<file path="config.mk">
export PLATFORM = sky130hd
export DESIGN_NAME = pq_top
export DESIGN_NICKNAME = d
export VERILOG_FILES = /design/src/rtl/pq_ctrl_pkg.sv /design/src/rtl/pq_cmd_pkg.sv /design/src/rtl/pq_top.sv /design/src/rtl/pq_resp_tx.sv /design/src/rtl/pq_slot_ram.sv /design/src/rtl/pq_datapath.sv /design/src/rtl/pq_control_fsm.sv /design/src/rtl/pq_cmd_rx.sv
export SDC_FILE = /design/constraint.sdc
export NUM_CORES = 1
export LEC_CHECK = 0
export ABC_CLOCK_PERIOD_IN_PS = 9100
export BUFFER_PORTS_ARGS = -buffer_cell sky130_fd_sc_hd__buf_2
export CORE_MARGIN = 2
export CORE_UTILIZATION = 52
export CTS_BUF_LIST = sky130_fd_sc_hd__clkbuf_4 sky130_fd_sc_hd__clkbuf_8
export DETAILED_ROUTE_END_ITERATION = 8
export PLACE_DENSITY = 0.69
export SYNTH_ARGS = -nofsm -noshare
export SYNTH_HDL_FRONTEND = slang
export SYNTH_SLANG_ARGS = --single-unit
</file>
<file path="constraint.sdc">
create_clock -name clk -period 9.1 [get_ports clk]
set_input_delay 0.455 -clock clk [delete_from_list [all_inputs] [get_ports clk]]
set_output_delay 0.455 -clock clk [all_outputs]
set_load 0.005 [all_outputs]
</file>
<file path="src/rtl/pq_ctrl_pkg.sv">
package pq_ctrl_pkg;

  ////////////////////////////////////////
  // FSM to datapath controls
  ////////////////////////////////////////

  // What the held key register loads
  typedef enum logic [2:0]
  {
    RM_HOLD       = 3'd0,  // Keep value
    RM_LOAD_CMD   = 3'd1,  // Key from pending command
    RM_LOAD_MAX   = 3'd2,  // All ones, start of dequeue
    RM_SWAP       = 3'd3,  // Held key to slot, slot to held key
    RM_KEEP_WRITE = 3'd4   // Held key to slot only
  } reg_mode_t;

  // Walk index update
  typedef enum logic [1:0]
  {
    IX_HOLD      = 2'd0,
    IX_CLEAR     = 2'd1,  // Back to slot 0
    IX_LOAD_TAIL = 2'd2,  // Last valid slot
    IX_INC_DEC   = 2'd3   // Step, direction from idx_dir
  } idx_op_t;

endpackage

</file>
<file path="src/rtl/pq_cmd_pkg.sv">
package pq_cmd_pkg;

  ////////////////////////////////////////
  // Host command side
  ////////////////////////////////////////

  // Queue operation carried with each command
  typedef enum logic
  {
    OP_ENQ = 1'b0,  // Insert key
    OP_DEQ = 1'b1   // Remove smallest key
  } pq_op_t;

  // Status returned with every response
  typedef enum logic [1:0]
  {
    ST_OK    = 2'd0,
    ST_FULL  = 2'd1,  // Enqueue rejected
    ST_EMPTY = 2'd2   // Nothing to dequeue, key is zero
  } pq_status_t;

endpackage
</file>
<file path="src/rtl/pq_top.sv">
`timescale 1ns/1ps

module pq_top
  import pq_cmd_pkg::*;
  import pq_ctrl_pkg::*;
#(
  parameter int DATA_W = 16,
  parameter int DEPTH  = 8
)
(
  input  logic              clk,
  input  logic              rst,
  input  logic              cmd_req,
  input  pq_op_t            cmd_op,
  input  logic [DATA_W-1:0] cmd_key,
  input  logic              resp_ack,
  output logic              cmd_ack,
  output logic              resp_req,
  output pq_status_t        resp_status,
  output logic [DATA_W-1:0] resp_key
);

  localparam int IDX_W = $clog2(DEPTH);

  logic              pend;
  pq_op_t            pend_op;
  logic [DATA_W-1:0] pend_key;
  logic              take;
  logic              full;
  logic              empty;
  logic              at_tail;
  logic              at_head;
  logic              key_less;
  reg_mode_t         reg_mode;
  idx_op_t           idx_op;
  logic              idx_dir;
  logic              cnt_inc;
  logic              cnt_dec;
  logic              resp_load;
  pq_status_t        fsm_status;
  logic              tx_free;
  logic [DATA_W-1:0] held_key;
  logic [IDX_W-1:0]  rd_addr;
  logic [IDX_W-1:0]  wr_addr;
  logic              wr_en;
  logic [DATA_W-1:0] wr_data;
  logic [DATA_W-1:0] rd_data;

  pq_cmd_rx #(.DATA_W(DATA_W)) pq_cmd_rx_i
  (
    .clk      (clk),
    .rst      (rst),
    .cmd_req  (cmd_req),
    .cmd_op   (cmd_op),
    .cmd_key  (cmd_key),
    .take     (take),
    .cmd_ack  (cmd_ack),
    .pend     (pend),
    .pend_op  (pend_op),
    .pend_key (pend_key)
  );

  pq_control_fsm pq_control_fsm_i
  (
    .clk         (clk),
    .rst         (rst),
    .pend        (pend),
    .pend_op     (pend_op),
    .full        (full),
    .empty       (empty),
    .at_tail     (at_tail),
    .at_head     (at_head),
    .key_less    (key_less),
    .tx_free     (tx_free),
    .take        (take),
    .reg_mode    (reg_mode),
    .idx_op      (idx_op),
    .idx_dir     (idx_dir),
    .cnt_inc     (cnt_inc),
    .cnt_dec     (cnt_dec),
    .resp_load   (resp_load),
    .resp_status (fsm_status)
  );

  pq_datapath #(.DATA_W(DATA_W), .DEPTH(DEPTH)) pq_datapath_i
  (
    .clk      (clk),
    .rst      (rst),
    .pend_key (pend_key),
    .reg_mode (reg_mode),
    .idx_op   (idx_op),
    .idx_dir  (idx_dir),
    .cnt_inc  (cnt_inc),
    .cnt_dec  (cnt_dec),
    .rd_data  (rd_data),
    .held_key (held_key),
    .full     (full),
    .empty    (empty),
    .at_tail  (at_tail),
    .at_head  (at_head),
    .key_less (key_less),
    .rd_addr  (rd_addr),
    .wr_en    (wr_en),
    .wr_addr  (wr_addr),
    .wr_data  (wr_data)
  );

  pq_slot_ram #(.DATA_W(DATA_W), .DEPTH(DEPTH)) pq_slot_ram_i
  (
    .clk     (clk),
    .rd_addr (rd_addr),
    .wr_en   (wr_en),
    .wr_addr (wr_addr),
    .wr_data (wr_data),
    .rd_data (rd_data)
  );

  pq_resp_tx #(.DATA_W(DATA_W)) pq_resp_tx_i
  (
    .clk         (clk),
    .rst         (rst),
    .resp_load   (resp_load),
    .status_in   (fsm_status),
    .key_in      (held_key),
    .resp_ack    (resp_ack),
    .tx_free     (tx_free),
    .resp_req    (resp_req),
    .resp_status (resp_status),
    .resp_key    (resp_key)
  );

endmodule

</file>
<file path="src/rtl/pq_resp_tx.sv">
`timescale 1ns/1ps

module pq_resp_tx
  import pq_cmd_pkg::*;
#(
  parameter int DATA_W = 16
)
(
  input  logic              clk,
  input  logic              rst,
  input  logic              resp_load,
  input  pq_status_t        status_in,
  input  logic [DATA_W-1:0] key_in,
  input  logic              resp_ack,
  output logic              tx_free,
  output logic              resp_req,
  output pq_status_t        resp_status,
  output logic [DATA_W-1:0] resp_key
);

  typedef enum logic [1:0]
  {
    TX_FREE     = 2'd0,
    TX_REQ      = 2'd1,  // Req high, wait for ack
    TX_WAIT_LOW = 2'd2   // Req dropped, wait for ack to fall
  } tx_state_t;

  tx_state_t state;

  assign tx_free  = (state == TX_FREE);
  assign resp_req = (state == TX_REQ);

  always_ff @(posedge clk)
  begin
    if (rst)
      state <= TX_FREE;
    else
    begin
      case (state)
        TX_FREE:     if (resp_load) state <= TX_REQ;
        TX_REQ:      if (resp_ack) state <= TX_WAIT_LOW;
        TX_WAIT_LOW: if (!resp_ack) state <= TX_FREE;
        default:     state <= TX_FREE;
      endcase
    end
  end

  // Response payload, stable while req is high
  always_ff @(posedge clk)
  begin
    if (tx_free && resp_load)
    begin
      resp_status <= status_in;
      resp_key    <= (status_in == ST_OK) ? key_in : '0;  // Failures carry zero
    end
  end

endmodule

</file>
<file path="src/rtl/pq_slot_ram.sv">
`timescale 1ns/1ps

module pq_slot_ram
#(
  parameter int DATA_W = 16,
  parameter int DEPTH  = 8
)
(
  input  logic                     clk,
  input  logic [$clog2(DEPTH)-1:0] rd_addr,
  input  logic                     wr_en,
  input  logic [$clog2(DEPTH)-1:0] wr_addr,
  input  logic [DATA_W-1:0]        wr_data,
  output logic [DATA_W-1:0]        rd_data
);

  logic [DATA_W-1:0] mem [DEPTH];

  // Read before write on a shared address
  always_ff @(posedge clk)
  begin
    if (wr_en)
      mem[wr_addr] <= wr_data;
    rd_data <= mem[rd_addr];  // One cycle read
  end

endmodule

</file>
<file path="src/rtl/pq_datapath.sv">
`timescale 1ns/1ps

module pq_datapath
  import pq_ctrl_pkg::*;
#(
  parameter int DATA_W = 16,
  parameter int DEPTH  = 8
)
(
  input  logic                     clk,
  input  logic                     rst,
  input  logic [DATA_W-1:0]        pend_key,
  input  reg_mode_t                reg_mode,
  input  idx_op_t                  idx_op,
  input  logic                     idx_dir,
  input  logic                     cnt_inc,
  input  logic                     cnt_dec,
  input  logic [DATA_W-1:0]        rd_data,
  output logic [DATA_W-1:0]        held_key,
  output logic                     full,
  output logic                     empty,
  output logic                     at_tail,
  output logic                     at_head,
  output logic                     key_less,
  output logic [$clog2(DEPTH)-1:0] rd_addr,
  output logic                     wr_en,
  output logic [$clog2(DEPTH)-1:0] wr_addr,
  output logic [DATA_W-1:0]        wr_data
);

  localparam int IDX_W = $clog2(DEPTH);
  localparam logic [IDX_W:0] CNT_MAX = (IDX_W+1)'(DEPTH);

  logic [IDX_W-1:0] idx;     // Walk position
  logic [IDX_W:0]   cnt;     // Valid slots, one wider to reach DEPTH
  logic [IDX_W:0]   cnt_m1;

  assign cnt_m1 = cnt - 1'b1;

  ////////////////////////////////////////
  // Index and occupancy
  ////////////////////////////////////////

  always_ff @(posedge clk)
  begin
    if (rst)
    begin
      idx <= '0;
      cnt <= '0;
    end
    else
    begin
      case (idx_op)
        IX_CLEAR:     idx <= '0;
        IX_LOAD_TAIL: idx <= cnt_m1[IDX_W-1:0];
        IX_INC_DEC:   idx <= idx_dir ? idx + 1'b1 : idx - 1'b1;
        default:      idx <= idx;
      endcase
      if (cnt_inc)
        cnt <= cnt + 1'b1;
      else if (cnt_dec)
        cnt <= cnt - 1'b1;
    end
  end

  // Held key, payload only
  always_ff @(posedge clk)
  begin
    case (reg_mode)
      RM_LOAD_CMD: held_key <= pend_key;
      RM_LOAD_MAX: held_key <= '1;      // Sorts after every real key
      RM_SWAP:     held_key <= rd_data;
      default:     held_key <= held_key;
    endcase
  end

  ////////////////////////////////////////
  // Flags and RAM access
  ////////////////////////////////////////

  assign full     = (cnt == CNT_MAX);
  assign empty    = (cnt == '0);
  assign at_tail  = ({1'b0, idx} == cnt);  // First unused slot
  assign at_head  = (idx == '0);
  assign key_less = (held_key < rd_data);

  assign rd_addr = idx;
  assign wr_addr = idx;
  assign wr_data = held_key;               // Slot always takes the old held key
  assign wr_en   = (reg_mode == RM_SWAP) || (reg_mode == RM_KEEP_WRITE);

endmodule

</file>
<file path="src/rtl/pq_control_fsm.sv">
`timescale 1ns/1ps

module pq_control_fsm
  import pq_cmd_pkg::*;
  import pq_ctrl_pkg::*;
(
  input  logic       clk,
  input  logic       rst,
  input  logic       pend,
  input  pq_op_t     pend_op,
  input  logic       full,
  input  logic       empty,
  input  logic       at_tail,
  input  logic       at_head,
  input  logic       key_less,
  input  logic       tx_free,
  output logic       take,
  output reg_mode_t  reg_mode,
  output idx_op_t    idx_op,
  output logic       idx_dir,
  output logic       cnt_inc,
  output logic       cnt_dec,
  output logic       resp_load,
  output pq_status_t resp_status
);

  typedef enum logic [3:0]
  {
    IDLE        = 4'd0,
    ENQ_FILL    = 4'd1,
    ENQ_READ    = 4'd2,
    ENQ_COMPARE = 4'd3,
    ENQ_STEP    = 4'd4,
    ENQ_PLACE   = 4'd5,
    DEQ_FILL    = 4'd6,
    DEQ_READ    = 4'd7,
    DEQ_SWAP    = 4'd8,
    DEQ_STEP    = 4'd9,
    RESPOND     = 4'd10
  } state_t;

  state_t     state;
  state_t     next;
  pq_status_t status_q;
  pq_status_t status_d;

  assign resp_status = status_q;

  always_ff @(posedge clk)
  begin
    if (rst)
    begin
      state    <= IDLE;
      status_q <= ST_OK;
    end
    else
    begin
      state    <= next;
      status_q <= status_d;
    end
  end

  ////////////////////////////////////////
  // Next state and datapath controls
  ////////////////////////////////////////

  always_comb
  begin
    next      = state;
    status_d  = status_q;
    take      = 1'b0;
    reg_mode  = RM_HOLD;
    idx_op    = IX_HOLD;
    idx_dir   = 1'b0;
    cnt_inc   = 1'b0;
    cnt_dec   = 1'b0;
    resp_load = 1'b0;

    case (state)
      IDLE:
      begin
        if (pend)
        begin
          take = 1'b1;
          if (pend_op == OP_ENQ)
          begin
            if (full)
            begin
              status_d = ST_FULL;  // Reject without touching the RAM
              next     = RESPOND;
            end
            else
              next = ENQ_FILL;
          end
          else if (empty)
          begin
            status_d = ST_EMPTY;
            next     = RESPOND;
          end
          else
            next = DEQ_FILL;
        end
      end

      // Enqueue walks up from slot 0, smaller key stays, larger moves on
      ENQ_FILL:
      begin
        reg_mode = RM_LOAD_CMD;
        idx_op   = IX_CLEAR;
        next     = empty ? ENQ_PLACE : ENQ_READ;
      end
      ENQ_READ:
        next = ENQ_COMPARE;  // Slot 0 read in flight
      ENQ_COMPARE:
      begin
        if (key_less)
          reg_mode = RM_SWAP;  // Held key belongs here
        idx_op  = IX_INC_DEC;
        idx_dir = 1'b1;
        next    = ENQ_STEP;
      end
      ENQ_STEP:
        next = at_tail ? ENQ_PLACE : ENQ_COMPARE;  // Next slot read in flight
      ENQ_PLACE:
      begin
        reg_mode = RM_KEEP_WRITE;  // Carried key into the empty slot
        cnt_inc  = 1'b1;
        status_d = ST_OK;
        next     = RESPOND;
      end

      // Dequeue walks down from the tail, every entry shifts toward the head
      DEQ_FILL:
      begin
        reg_mode = RM_LOAD_MAX;
        idx_op   = IX_LOAD_TAIL;
        next     = DEQ_READ;
      end
      DEQ_READ:
        next = DEQ_SWAP;
      DEQ_SWAP:
      begin
        reg_mode = RM_SWAP;
        if (at_head)
        begin
          cnt_dec  = 1'b1;  // Head key now in held register
          status_d = ST_OK;
          next     = RESPOND;
        end
        else
        begin
          idx_op = IX_INC_DEC;
          next   = DEQ_STEP;
        end
      end
      DEQ_STEP:
        next = DEQ_SWAP;

      RESPOND:
      begin
        if (tx_free)
        begin
          resp_load = 1'b1;
          next      = IDLE;
        end
      end

      default: next = IDLE;
    endcase
  end

endmodule

</file>
<file path="src/rtl/pq_cmd_rx.sv">
`timescale 1ns/1ps

module pq_cmd_rx
  import pq_cmd_pkg::*;
#(
  parameter int DATA_W = 16
)
(
  input  logic              clk,
  input  logic              rst,
  input  logic              cmd_req,
  input  pq_op_t            cmd_op,
  input  logic [DATA_W-1:0] cmd_key,
  input  logic              take,
  output logic              cmd_ack,
  output logic              pend,
  output pq_op_t            pend_op,
  output logic [DATA_W-1:0] pend_key
);

  typedef enum logic [1:0]
  {
    RX_WAIT_REQ     = 2'd0,
    RX_ACKED        = 2'd1,  // Ack high until host drops req
    RX_WAIT_RELEASE = 2'd2   // Handshake done, command not yet taken
  } rx_state_t;

  rx_state_t state;

  assign cmd_ack = (state == RX_ACKED);

  always_ff @(posedge clk)
  begin
    if (rst)
    begin
      state <= RX_WAIT_REQ;
      pend  <= 1'b0;
    end
    else
    begin
      if (take)
        pend <= 1'b0;  // FSM has started the command
      case (state)
        RX_WAIT_REQ:
        begin
          if (cmd_req)
          begin
            pend  <= 1'b1;
            state <= RX_ACKED;
          end
        end
        RX_ACKED:
        begin
          if (!cmd_req)
            state <= (pend && !take) ? RX_WAIT_RELEASE : RX_WAIT_REQ;
        end
        RX_WAIT_RELEASE:
        begin
          if (!pend || take)
            state <= RX_WAIT_REQ;  // Slot free again
        end
        default: state <= RX_WAIT_REQ;
      endcase
    end
  end

  // Command payload, written only on capture
  always_ff @(posedge clk)
  begin
    if (state == RX_WAIT_REQ && cmd_req)
    begin
      pend_op  <= cmd_op;
      pend_key <= cmd_key;
    end
  end

endmodule

</file>
=== After elaboration in Yosys (flattened, before gate mapping) ===
Memory sizes are Yosys's and may differ from the RTL's. A register that Yosys moved wholly into a read port is not among the register bits.
Index checks and enable logic that the tools add are counted.

* Memory bits (writable): 128
* Output and inout bits: 20
* Memories: 1
* Word-level logic and storage cells: 120
* Input port bits: 21
* Register bits: 69

{| class="wikitable"
|+ Memory list
! memory !! words !! bits a word !! rd ports !! clocked after memory_dff !! wr ports !! RTL line !! RTL
|-
| pq_slot_ram_i.mem || 8 || 16 || 1 || 1 || 1 || pq_slot_ram.sv:17 || <nowiki>logic [DATA_W-1:0] mem [DEPTH];</nowiki>
|}

* $add $sub $neg: 4
* Mux-type cells: 46
* Order comparisons: 1
* Reductions and logical operators: 22
* Eq/ne operators: 34

{| class="wikitable"
|+ Operator list
! kind !! count
|-
| one-hot mux 16 bit (3 select lines) || 1
|-
| one-hot mux 4 bit (10 select lines) || 1
|-
| 2-to-1 mux 2 bit || 15
|-
| 2-to-1 mux 4 bit || 7
|-
| one-hot mux 2 bit (3 select lines) || 3
|-
| equality test 4 x 3 -> 1 bit, second input constant || 4
|-
| equality test 4 bit, second input constant || 4
|-
| < comparator 16 bit || 1
|-
| one-hot mux 3 bit (5 select lines) || 1
|-
| 2-to-1 mux 1 bit || 13
|-
| != test 2 bit, second input constant || 6
|-
| 2-to-1 mux 3 bit || 3
|-
| one-hot mux 3 bit (3 select lines) || 1
|-
| nonzero test 3 bit || 3
|-
| equality test 2 bit, second input constant || 4
|-
| equality test 4 x 2 -> 1 bit, second input constant || 2
|-
| logical NOT 4 bit || 2
|-
| one-hot mux 2 bit (4 select lines) || 1
|-
| equality test 2 x 1 -> 1 bit, second input constant || 3
|-
| equality test 3 x 2 -> 1 bit, second input constant || 2
|-
| logical NOT 2 bit || 3
|-
| != test 2 x 1 -> 1 bit, second input constant || 3
|-
| AND reduction 3 bit || 2
|-
| AND reduction 5 bit || 1
|-
| other kinds (17) || 21
|}

=== Longest topological paths before layout ===
Gate-level depths: netlist of the first run.

* Word-level depth: 7
* Gate-level depth with buffers: 9
* Gate-level depth less buffers: 7

=== Modules after synthesis ===
A second synthesis of the first run with hierarchy kept.

* Cells, all modules: 558
* Area total of the unflattened synthesis: 8997.4 µm²

{| class="wikitable"
|+ By module, submodules not included
! module !! area an instance (µm²) !! cells an instance !! instances !! sequential area each (µm²)
|-
| pq_slot_ram || 5293.8 || 214 || 1 || 4164.0
|-
| pq_datapath || 1707.9 || 185 || 1 || 620.6
|-
| pq_resp_tx || 738.2 || 45 || 1 || 580.6
|-
| pq_cmd_rx || 641.9 || 30 || 1 || 570.5
|-
| pq_control_fsm || 615.6 || 84 || 1 || 120.1
|}

=== Least setup slack after synthesis of the first run ===
No wires, ideal clock.

* Path type: reg2reg
* Start point: register pq_datapath_i.held_key[13]
* End point: memory pq_slot_ram_i.mem[4][0] (enable)
* Data required time: 8670 ps
* Arrival time: 3326 ps
* Cell stages (with the launch flop): 8
* Library setup time: 430 ps
* Path buffers: 1
* Setup slack: 5344 ps
* Period minus slack after synthesis: 3756 ps
* Path through: edfxtp_1 > ha_1 > a211o_1 > a211o_1 > buf_6 > a21oi_4 > a21oi_1 > nor4_1

* Cells in the longest elaborated chain, start to end: 7
* Elaborated cells on any way between the ends: 8
* Classes of those cells: 1 x order compare; 2 x eq/ne; 4 x mux; 1 x reduce/logical

{| class="wikitable"
|+ RTL lines
! element !! RTL line !! RTL
|-
| start, declared || pq_datapath.sv:19 || <nowiki>output logic [DATA_W-1:0] held_key,</nowiki>
|-
| start signal, assigned || pq_datapath.sv:70 || <nowiki>RM_LOAD_CMD: held_key <= pend_key;</nowiki>
|-
| start signal, assigned || pq_datapath.sv:72 || <nowiki>RM_SWAP: held_key <= rd_data;</nowiki>
|-
| start signal, assigned || pq_datapath.sv:73 || <nowiki>default: held_key <= held_key;</nowiki>
|-
| < comparator 16 bit * || pq_datapath.sv:85 || <nowiki>assign key_less = (held_key < rd_data);</nowiki>
|-
| 2-to-1 mux 2 bit * || pq_control_fsm.sv:116 || <nowiki>if (key_less)</nowiki>
|-
| one-hot mux 3 bit (5 select lines) * || pq_control_fsm.sv:79 || <nowiki>case (state)</nowiki>
|-
| equality test 3 x 2 -> 1 bit or equality test 3 bit (tied branches) || pq_datapath.sv:90 || <nowiki>assign wr_en = (reg_mode == RM_SWAP) || (reg_mode == RM_KEEP_WRITE);</nowiki>
|-
| logical OR 1 bit * || pq_datapath.sv:90 ||
|-
| 2-to-1 mux 1 bit * || pq_slot_ram.sv:22 || <nowiki>if (wr_en)</nowiki>
|-
| 2-to-1 mux 1 bit (not written as such) * || pq_slot_ram.sv:23 || <nowiki>mem[wr_addr] <= wr_data;</nowiki>
|-
| end, declared || pq_slot_ram.sv:17 ||
|}

Every way passes the cells marked *; elsewhere a longest branch is shown, timed or not.

=== Worst setup path after layout of the first run ===
* Start point: register pq_datapath_i.held_key[13]
* End point: memory pq_slot_ram_i.mem[6][1] (enable)

The elaborated chain is that of the path after synthesis.

==> results of run 1 <==
-- critical path, cell delays in order (launching register included) --
cell and delay [ns]:
edfxtp_1 0.52, ha_1 0.38, a211o_1 0.27, a211o_1 0.53, a21oi_4 0.24, a21oi_1 0.26
nor3b_2 0.74, buf_4 0.34
-- sequential cells by signal, summed over array words and instances, names as in the netlist --
| name | cells |
|---|---|
| pq_control_fsm_i.resp_status | 2 |
| pq_slot_ram_i.rd_data | 16 |
| pq_datapath_i.rd_addr | 3 |
| pq_resp_tx_i.resp_status | 2 |
| pq_datapath_i.cnt | 4 |
| pq_resp_tx_i.resp_key | 16 |
| pq_cmd_rx_i.pend | 1 |
| pq_control_fsm_i.state | 4 |
| pq_datapath_i.held_key | 16 |
| pq_cmd_rx_i.pend_op | 1 |
| pq_resp_tx_i.state | 2 |
| pq_slot_ram_i.mem | 128 |
| pq_cmd_rx_i.pend_key | 16 |
| pq_cmd_rx_i.state | 2 |
-- layer usage --
layer | share of wire [%] | vias to the layer above | global-route usage [%] | routed length, um
li1 | - | 2603 | - | -
met1 | 41 | 2814 | 30.5 | 8450
met2 | 49 | 265 | 38.2 | 10200
met3 | 7.3 | 45 | 4.45 | 1510
met4 | 3.0 | 0 | 9.84 | 618
met5 | 0 | - | 0 | 0
-- cells in the mapped netlist, drive strengths merged (4+ instances only) --
cell type	n	share of area (%)
a221oi	26	2.5
xnor2	7	0.68
o211a	16	1.8
edfxtp	179	60
dfxtp	34	7.6
a32oi	5	0.49
nor2	64	2.7
nand4	4	0.28
inv	25	1.0
mux2i	8	0.89
a22oi	19	1.6
clkbuf	18	0.75
nand2	22	0.98
nor3	10	0.61
and2	17	1.2
nor3b	4	0.33
mux4	6	1.5
o21ai	30	1.7
a21oi	23	1.5
o22ai	6	0.42
ha	17	2.4
buf	15	1.0
nor2b	6	0.42
mux2	9	1.1
nand3b	4	0.33
-- how the worst max path moves through the flow --
stage                                     from                 endpoint  cells after the start
floorplan           pq_datapath_i.held_key[13]  pq_slot_ram_i.mem[4][0]                      7
global placement    pq_datapath_i.held_key[13]  pq_slot_ram_i.mem[6][4]                      7
detailed placement  pq_datapath_i.held_key[13]  pq_slot_ram_i.mem[6][4]                      7
CTS                 pq_datapath_i.held_key[13]  pq_slot_ram_i.mem[6][1]                      7
global route        pq_datapath_i.held_key[13]  pq_slot_ram_i.mem[7][0]                      7
finish              pq_datapath_i.held_key[13]  pq_slot_ram_i.mem[6][1]                      7
-- cell type report --
| cell class | count | area (um2) |
|---|---|---|
| Clock buffer | 55 | 669 |
| Tap cell | 225 | 282 |
| Clock inverter | 9 | 70.1 |
| Multi-Input combinational cell | 363 | 2680 |
| Sequential cell | 213 | 6060 |
| Inverter | 27 | 101 |
| Fill cell | 1341 | 6940 |
| Timing Repair Buffer | 56 | 320 |
-- logic make-up after synthesis --
| group | count (synthesis) | share of synthesized area [%] |
|---|---|---|
| AOI/OAI and AO/OA | 157 | 13.3 |
| buffers and inverters | 60 | 2.93 |
| DFF | 213 | 67.4 |
| and+or+nand+nor | 155 | 9.27 |
| muxes | 23 | 3.53 |
| xor gates and xnor gates | 10 | 0.976 |
| adders and majority gates | 18 | 2.59 |
-- through the flow --
stage | setup WS [ns] | hold slack (ns) | instance area, um2
floorplan | 5.34 | 0.430 | 8980
global placement | 5.62 | 0.448 | 9440
detailed placement | 5.54 | 0.459 | 9440
CTS | 5.51 | 0.0735 | 10200
global route | 5.34 | 0.0868 | 10200
finish | 5.51 | 0.0903 | 10200
-- where the power goes --
part | leakage (nW) | internal, mW | switching (mW)
sequential | 1.91 | 1.26 | 0.165
combinational | 1.30 | 0.255 | 0.365
clock | 0.390 | 0.497 | 0.374
total | 3.59 | 2.02 | 0.904
==> impl_metrics.csv, run 1 <==
group,metric,value,unit
cts,cts_resized,0,
layout,areaGrowthSynthToFinish,13.4,%
placement,dp.cells,884,
drt,drt_pass1_iterations,5,
timing,relSlewSlack,26.5,%
placement,hpwlAfterDp,13200,um
synthesis,synth_area,8980,um2
cts,clock-root-buffer,"clkbuf_8",
timing,final-hold-violation-count,0,
grt,grt_pass1_vias,5659,
grt,grt_pass1_wl,31900,um
power,total_power,2.92,mW
timing,grt_setup_unrepaired,"false",
layout,drive_above_1_share,20.5,%
die,floorplan.rows,48,
timing,period_share,39.5,%
setup_path,crit_type,"reg2reg",
die,core_area,17100,um2
cts,numCtsBuffers,35,
timing,finalWorstPathRequiredPeriod,3.59,ns
cts,cts_max_path_buffers,3,
placement,io_buffer_count,40,
synthesis,synth_edf_count,179,
synthesis,ys_types,70,
cts,cts.sinks,213,
timing,fin_skew,0.0260,ns
cts,clkSlewWorstSetupHoldPaths,0.06,ns
setup_path,cp-end-kind,"flip-flop",
layout,fin_nets,735,
synthesis,syn_nets,675,
grt,overflow,0,
layout,fin_util,59.5,%
layout,n_antenna_cell,0,
drt,wl_per_cell,21.9,um
layout,final_common_cell,"edfxtp_1",
power,leakage,3.59,nW
timing,final.setup.tns,0,ns
power,p_per_area,287,nW/um2
power,max-vdd-ir-drop,222,uV
setup_path,crit_required,9.33,ns
setup_path,crit_path_start_kind,"flip-flop",
grt,grt_max_degree,41,
grt,grt_usage,23.2,%
synthesis,synthCells,636,
setup_path,r2r_start,"pq_datapath_i.held_key[13]",
hold_path,min_path_type,"in2reg",
timing,tightest_slew,1.10,ns
run_status,status,"completed",
synthesis,async_reset_ff_share,0,%
synthesis,ys.flop_type,"edfxtp_1",
drt,drtIter0Drc,538,
placement,gp_congestion,0.858,
die,die_y,135,um
synthesis,yosysWarningCount,0,
setup_path,r2r-end,"pq_slot_ram_i.mem[6][1]",
timing,fmax,278,MHz
die,num_io_pins,41,
synthesis,ys_ff_latch,213,
setup_path,path_max_fanout,18,
die,initial_utilization,52.5,%
layout,fin_cells,948,
setup_path,crit_arrival,3.82,ns
drt,routed_via_density,6.04,
setup_path,regToRegSetupSlack,5.51,ns
die,die_w,135,um
cts,insertion_delay,0.54,ns
hold_path,worstHoldEndpoint,"pq_cmd_rx_i.pend_key[14]",
cts,cts_tree,"built",
cts,h-tree-depth,2,
hold_path,hold-path-cell-count,1,
synthesis,seq_area_frac_synth,67.4,%
cts,ctsHoldBuffers,0,
drt,ant_nets,0,
timing,drv_slew,0,
timing,setup_viol,0,
cts,postCtsSetupRepairBufs,0,
layout,layout_common_cells,"edfxtp_1, nor2_1, clkbuf_8",
drt,dr_total_vias,5727,
drt,drt-total-wl,20800,um
grt,antenna_found_initial,0,
hold_path,hp-start,"cmd_key[14]",
setup_path,r2r_cells,7,
drt,drc,0,
die,die_area,18300,um2
flow_run,max_cap_violations,0,
synthesis,syn_avg_cell_area,14.1,um2
No activity file was read; power rests on OpenSTA's default activity.
==> run 2: changes to the inputs <==
--- a/config.mk
+++ b/config.mk
@@ -5,7 +5,7 @@
 export SDC_FILE = /design/constraint.sdc
 export NUM_CORES = 1
 export LEC_CHECK = 0
-export ABC_CLOCK_PERIOD_IN_PS = 9100
+export ABC_CLOCK_PERIOD_IN_PS = 3700
 export BUFFER_PORTS_ARGS = -buffer_cell sky130_fd_sc_hd__buf_2
 export CORE_MARGIN = 2
 export CORE_UTILIZATION = 52
==> constraint.sdc (replaced) <==
create_clock -name clk -period 3.7 [get_ports clk]
set_input_delay 0.185 -clock clk [delete_from_list [all_inputs] [get_ports clk]]
set_output_delay 0.185 -clock clk [all_outputs]
set_load 0.005 [all_outputs]
==> run 2 against run 1 <==
  * Worst setup slack lost 4.9 ns
  * First-iteration DRC count fell by 0.74%
  * Via count is 3.1% higher
  * Register-to-register slack lost 4.9 ns
  * Clock power grew 130%
  * Largest cell class unchanged
==> impl_metrics.csv, run 2 (same netlist as run 1, synthesis figures left out) <==
group,metric,value,unit
layout,fin_cells,976,
setup_path,regToRegSetupSlack,0.64,ns
layout,drive_above_1_share,20.8,%
layout,fin_nets,763,
hold_path,min_path_type,"in2reg",
cts,numCtsBuffers,35,
cts,insertion_delay,0.53,ns
timing,fin_skew,0.0229,ns
power,max-vdd-ir-drop,496,uV
placement,gp_congestion,0.854,
drt,ant_nets,0,
timing,drv_slew,0,
setup_path,cp-end-kind,"flip-flop",
power,leakage,3.70,nW
timing,setup_viol,0,
die,core_area,17100,um2
setup_path,path_max_fanout,18,
layout,final_common_cell,"edfxtp_1",
setup_path,crit_slowest_cell,"a21oi_1",
timing,period_share,82.8,%
grt,grt_usage,23.4,%
cts,cts.sinks,213,
drt,drtIter0Drc,534,
drt,drc,0,
die,initial_utilization,52.5,%
grt,antenna_found_initial,0,
cts,h-tree-depth,2,
grt,grt_pass1_wl,32200,um
die,die_area,18300,um2
timing,final-hold-violation-count,0,
setup_path,crit_required,3.95,ns
timing,final.setup.tns,0,ns
timing,grt_setup_unrepaired,"false",
flow_run,max_cap_violations,0,
drt,wl_per_cell,21.6,um
hold_path,hp-start,"rst",
drt,routed_via_density,6.05,
layout,fin_util,60.7,%
grt,grt_max_degree,38,
cts,cts_resized,0,
placement,dp.cells,893,
die,die_w,135,um
timing,finalWorstPathRequiredPeriod,3.06,ns
setup_path,crit_chain,"ha_1 -> o21a_1 -> a211o_1 -> a21oi_4 -> a21oi_1 -> nor2_1 -> buf_4",
timing,fmax,326,MHz
setup_path,crit_arrival,3.31,ns
cts,cts_max_path_buffers,3,
cts,cts_tree,"built",
drt,dr_total_vias,5902,
setup_path,slowest_delay,0.68,ns
setup_path,r2r-end,"pq_slot_ram_i.mem[7][10]",
grt,overflow,0,
drt,drt-total-wl,21100,um
die,num_io_pins,41,
timing,worst_hold_slack,0.0555,ns
drt,drt_pass1_iterations,5,
grt,grt_pass1_vias,5884,
setup_path,r2r_start,"pq_datapath_i.held_key[15]",
hold_path,hold-path-cell-count,2,
layout,finalInstanceArea,10400,um2
placement,hpwlAfterDp,13600,um
layout,layout_common_cells,"edfxtp_1, nor2_1, buf_2",
timing,relSlewSlack,35.1,%
placement,place_ws,0.670,ns
layout,top_register,"pq_slot_ram_i.mem",
layout,areaGrowthSynthToFinish,15.7,%
timing,worst_slack,0.636,ns
setup_path,crit_type,"reg2reg",
cts,clkSlewWorstSetupHoldPaths,0.06,ns
timing,tightest_slew,0.966,ns
power,p_per_area,684,nW/um2
placement,dpl_cell_area,9510,um2
die,floorplan.rows,48,
layout,n_antenna_cell,0,
power,total_power,7.10,mW
cts,clock-root-buffer,"clkbuf_8",
layout,largest_reg_flops,128,
setup_path,r2r_cells,7,
die,die_y,135,um
hold_path,worstHoldEndpoint,"pq_cmd_rx_i.state[0]",
placement,io_buffer_count,40,
run_status,status,"completed",
setup_path,crit_path_start_kind,"flip-flop",
[run 2: cell types whose count changed in the layout (fill, tap and decap cells not counted)]
| cell | before | now |
|---|---|---|
| clkbuf_8 | 41 | 37 |
| buf_4 | 16 | 25 |
| dlygate4sd3_1 | 0 | 19 |
| clkinv_1 | 7 | 8 |
| clkinv_2 | 1 | 11 |
| clkbuf_4 | 14 | 7 |
[run 2: worst max path at each step]
| stage | depth (start not counted) | slack [ns] | to | startpoint |
|---|---|---|---|---|
| floorplan | 7 | -0.06 | pq_slot_ram_i.mem[5][0] | pq_datapath_i.held_key[13] |
| global placement | 7 | 0.81 | pq_slot_ram_i.mem[4][5] | pq_datapath_i.held_key[14] |
| detailed placement | 7 | 0.67 | pq_slot_ram_i.mem[2][6] | pq_datapath_i.held_key[15] |
| CTS | 7 | 0.66 | pq_slot_ram_i.mem[4][11] | pq_datapath_i.held_key[13] |
| global route | 7 | 0.44 | pq_slot_ram_i.mem[2][6] | pq_datapath_i.held_key[15] |
| finish | 7 | 0.64 | pq_slot_ram_i.mem[7][10] | pq_datapath_i.held_key[15] |
[run 2: repair_timing]
item	CTS	global route
setup buffers	0	0
setup endpoints to repair	0	0
hold buffers	19	0
endpoints found under the hold margin	21	0
[run 2: cell type report]
type                            count  area (um2)
Inverter                           27         101
Tap cell                          225         282
Clock buffer                       44         562
Timing Repair Buffer               84         578
Clock inverter                     20         124
Sequential cell                   213        6060
Multi-Input combinational cell    363        2680
Fill cell                        1296        6730
[run 2: where the power goes]
group          leakage (nW)  switching (mW)  internal [mW]
clock network         0.369           0.920           1.08
logic                  1.42           0.957          0.656
registers              1.91           0.379           3.11
total                  3.70            2.26           4.84
[run 2: metal layers]
metal	global-route usage, %	routed length, um	part of all wire [%]	vias to the layer above
met5	0	0	0	-
met4	8.62	539	2.6	0
met3	3.85	1330	6.3	47
met2	39.2	10400	49	240
met1	31.2	8820	42	2958
li1	-	-	-	2657
[run 2: critical path: cells and delay by family, from the launching register on]
family | cells | cell delay [ns]
fa+ha+maj | 1 | 0.39
buf+inv | 1 | 0.26
flops | 1 | 0.56
compound gates | 4 | 1.44
simple gates | 1 | 0.14
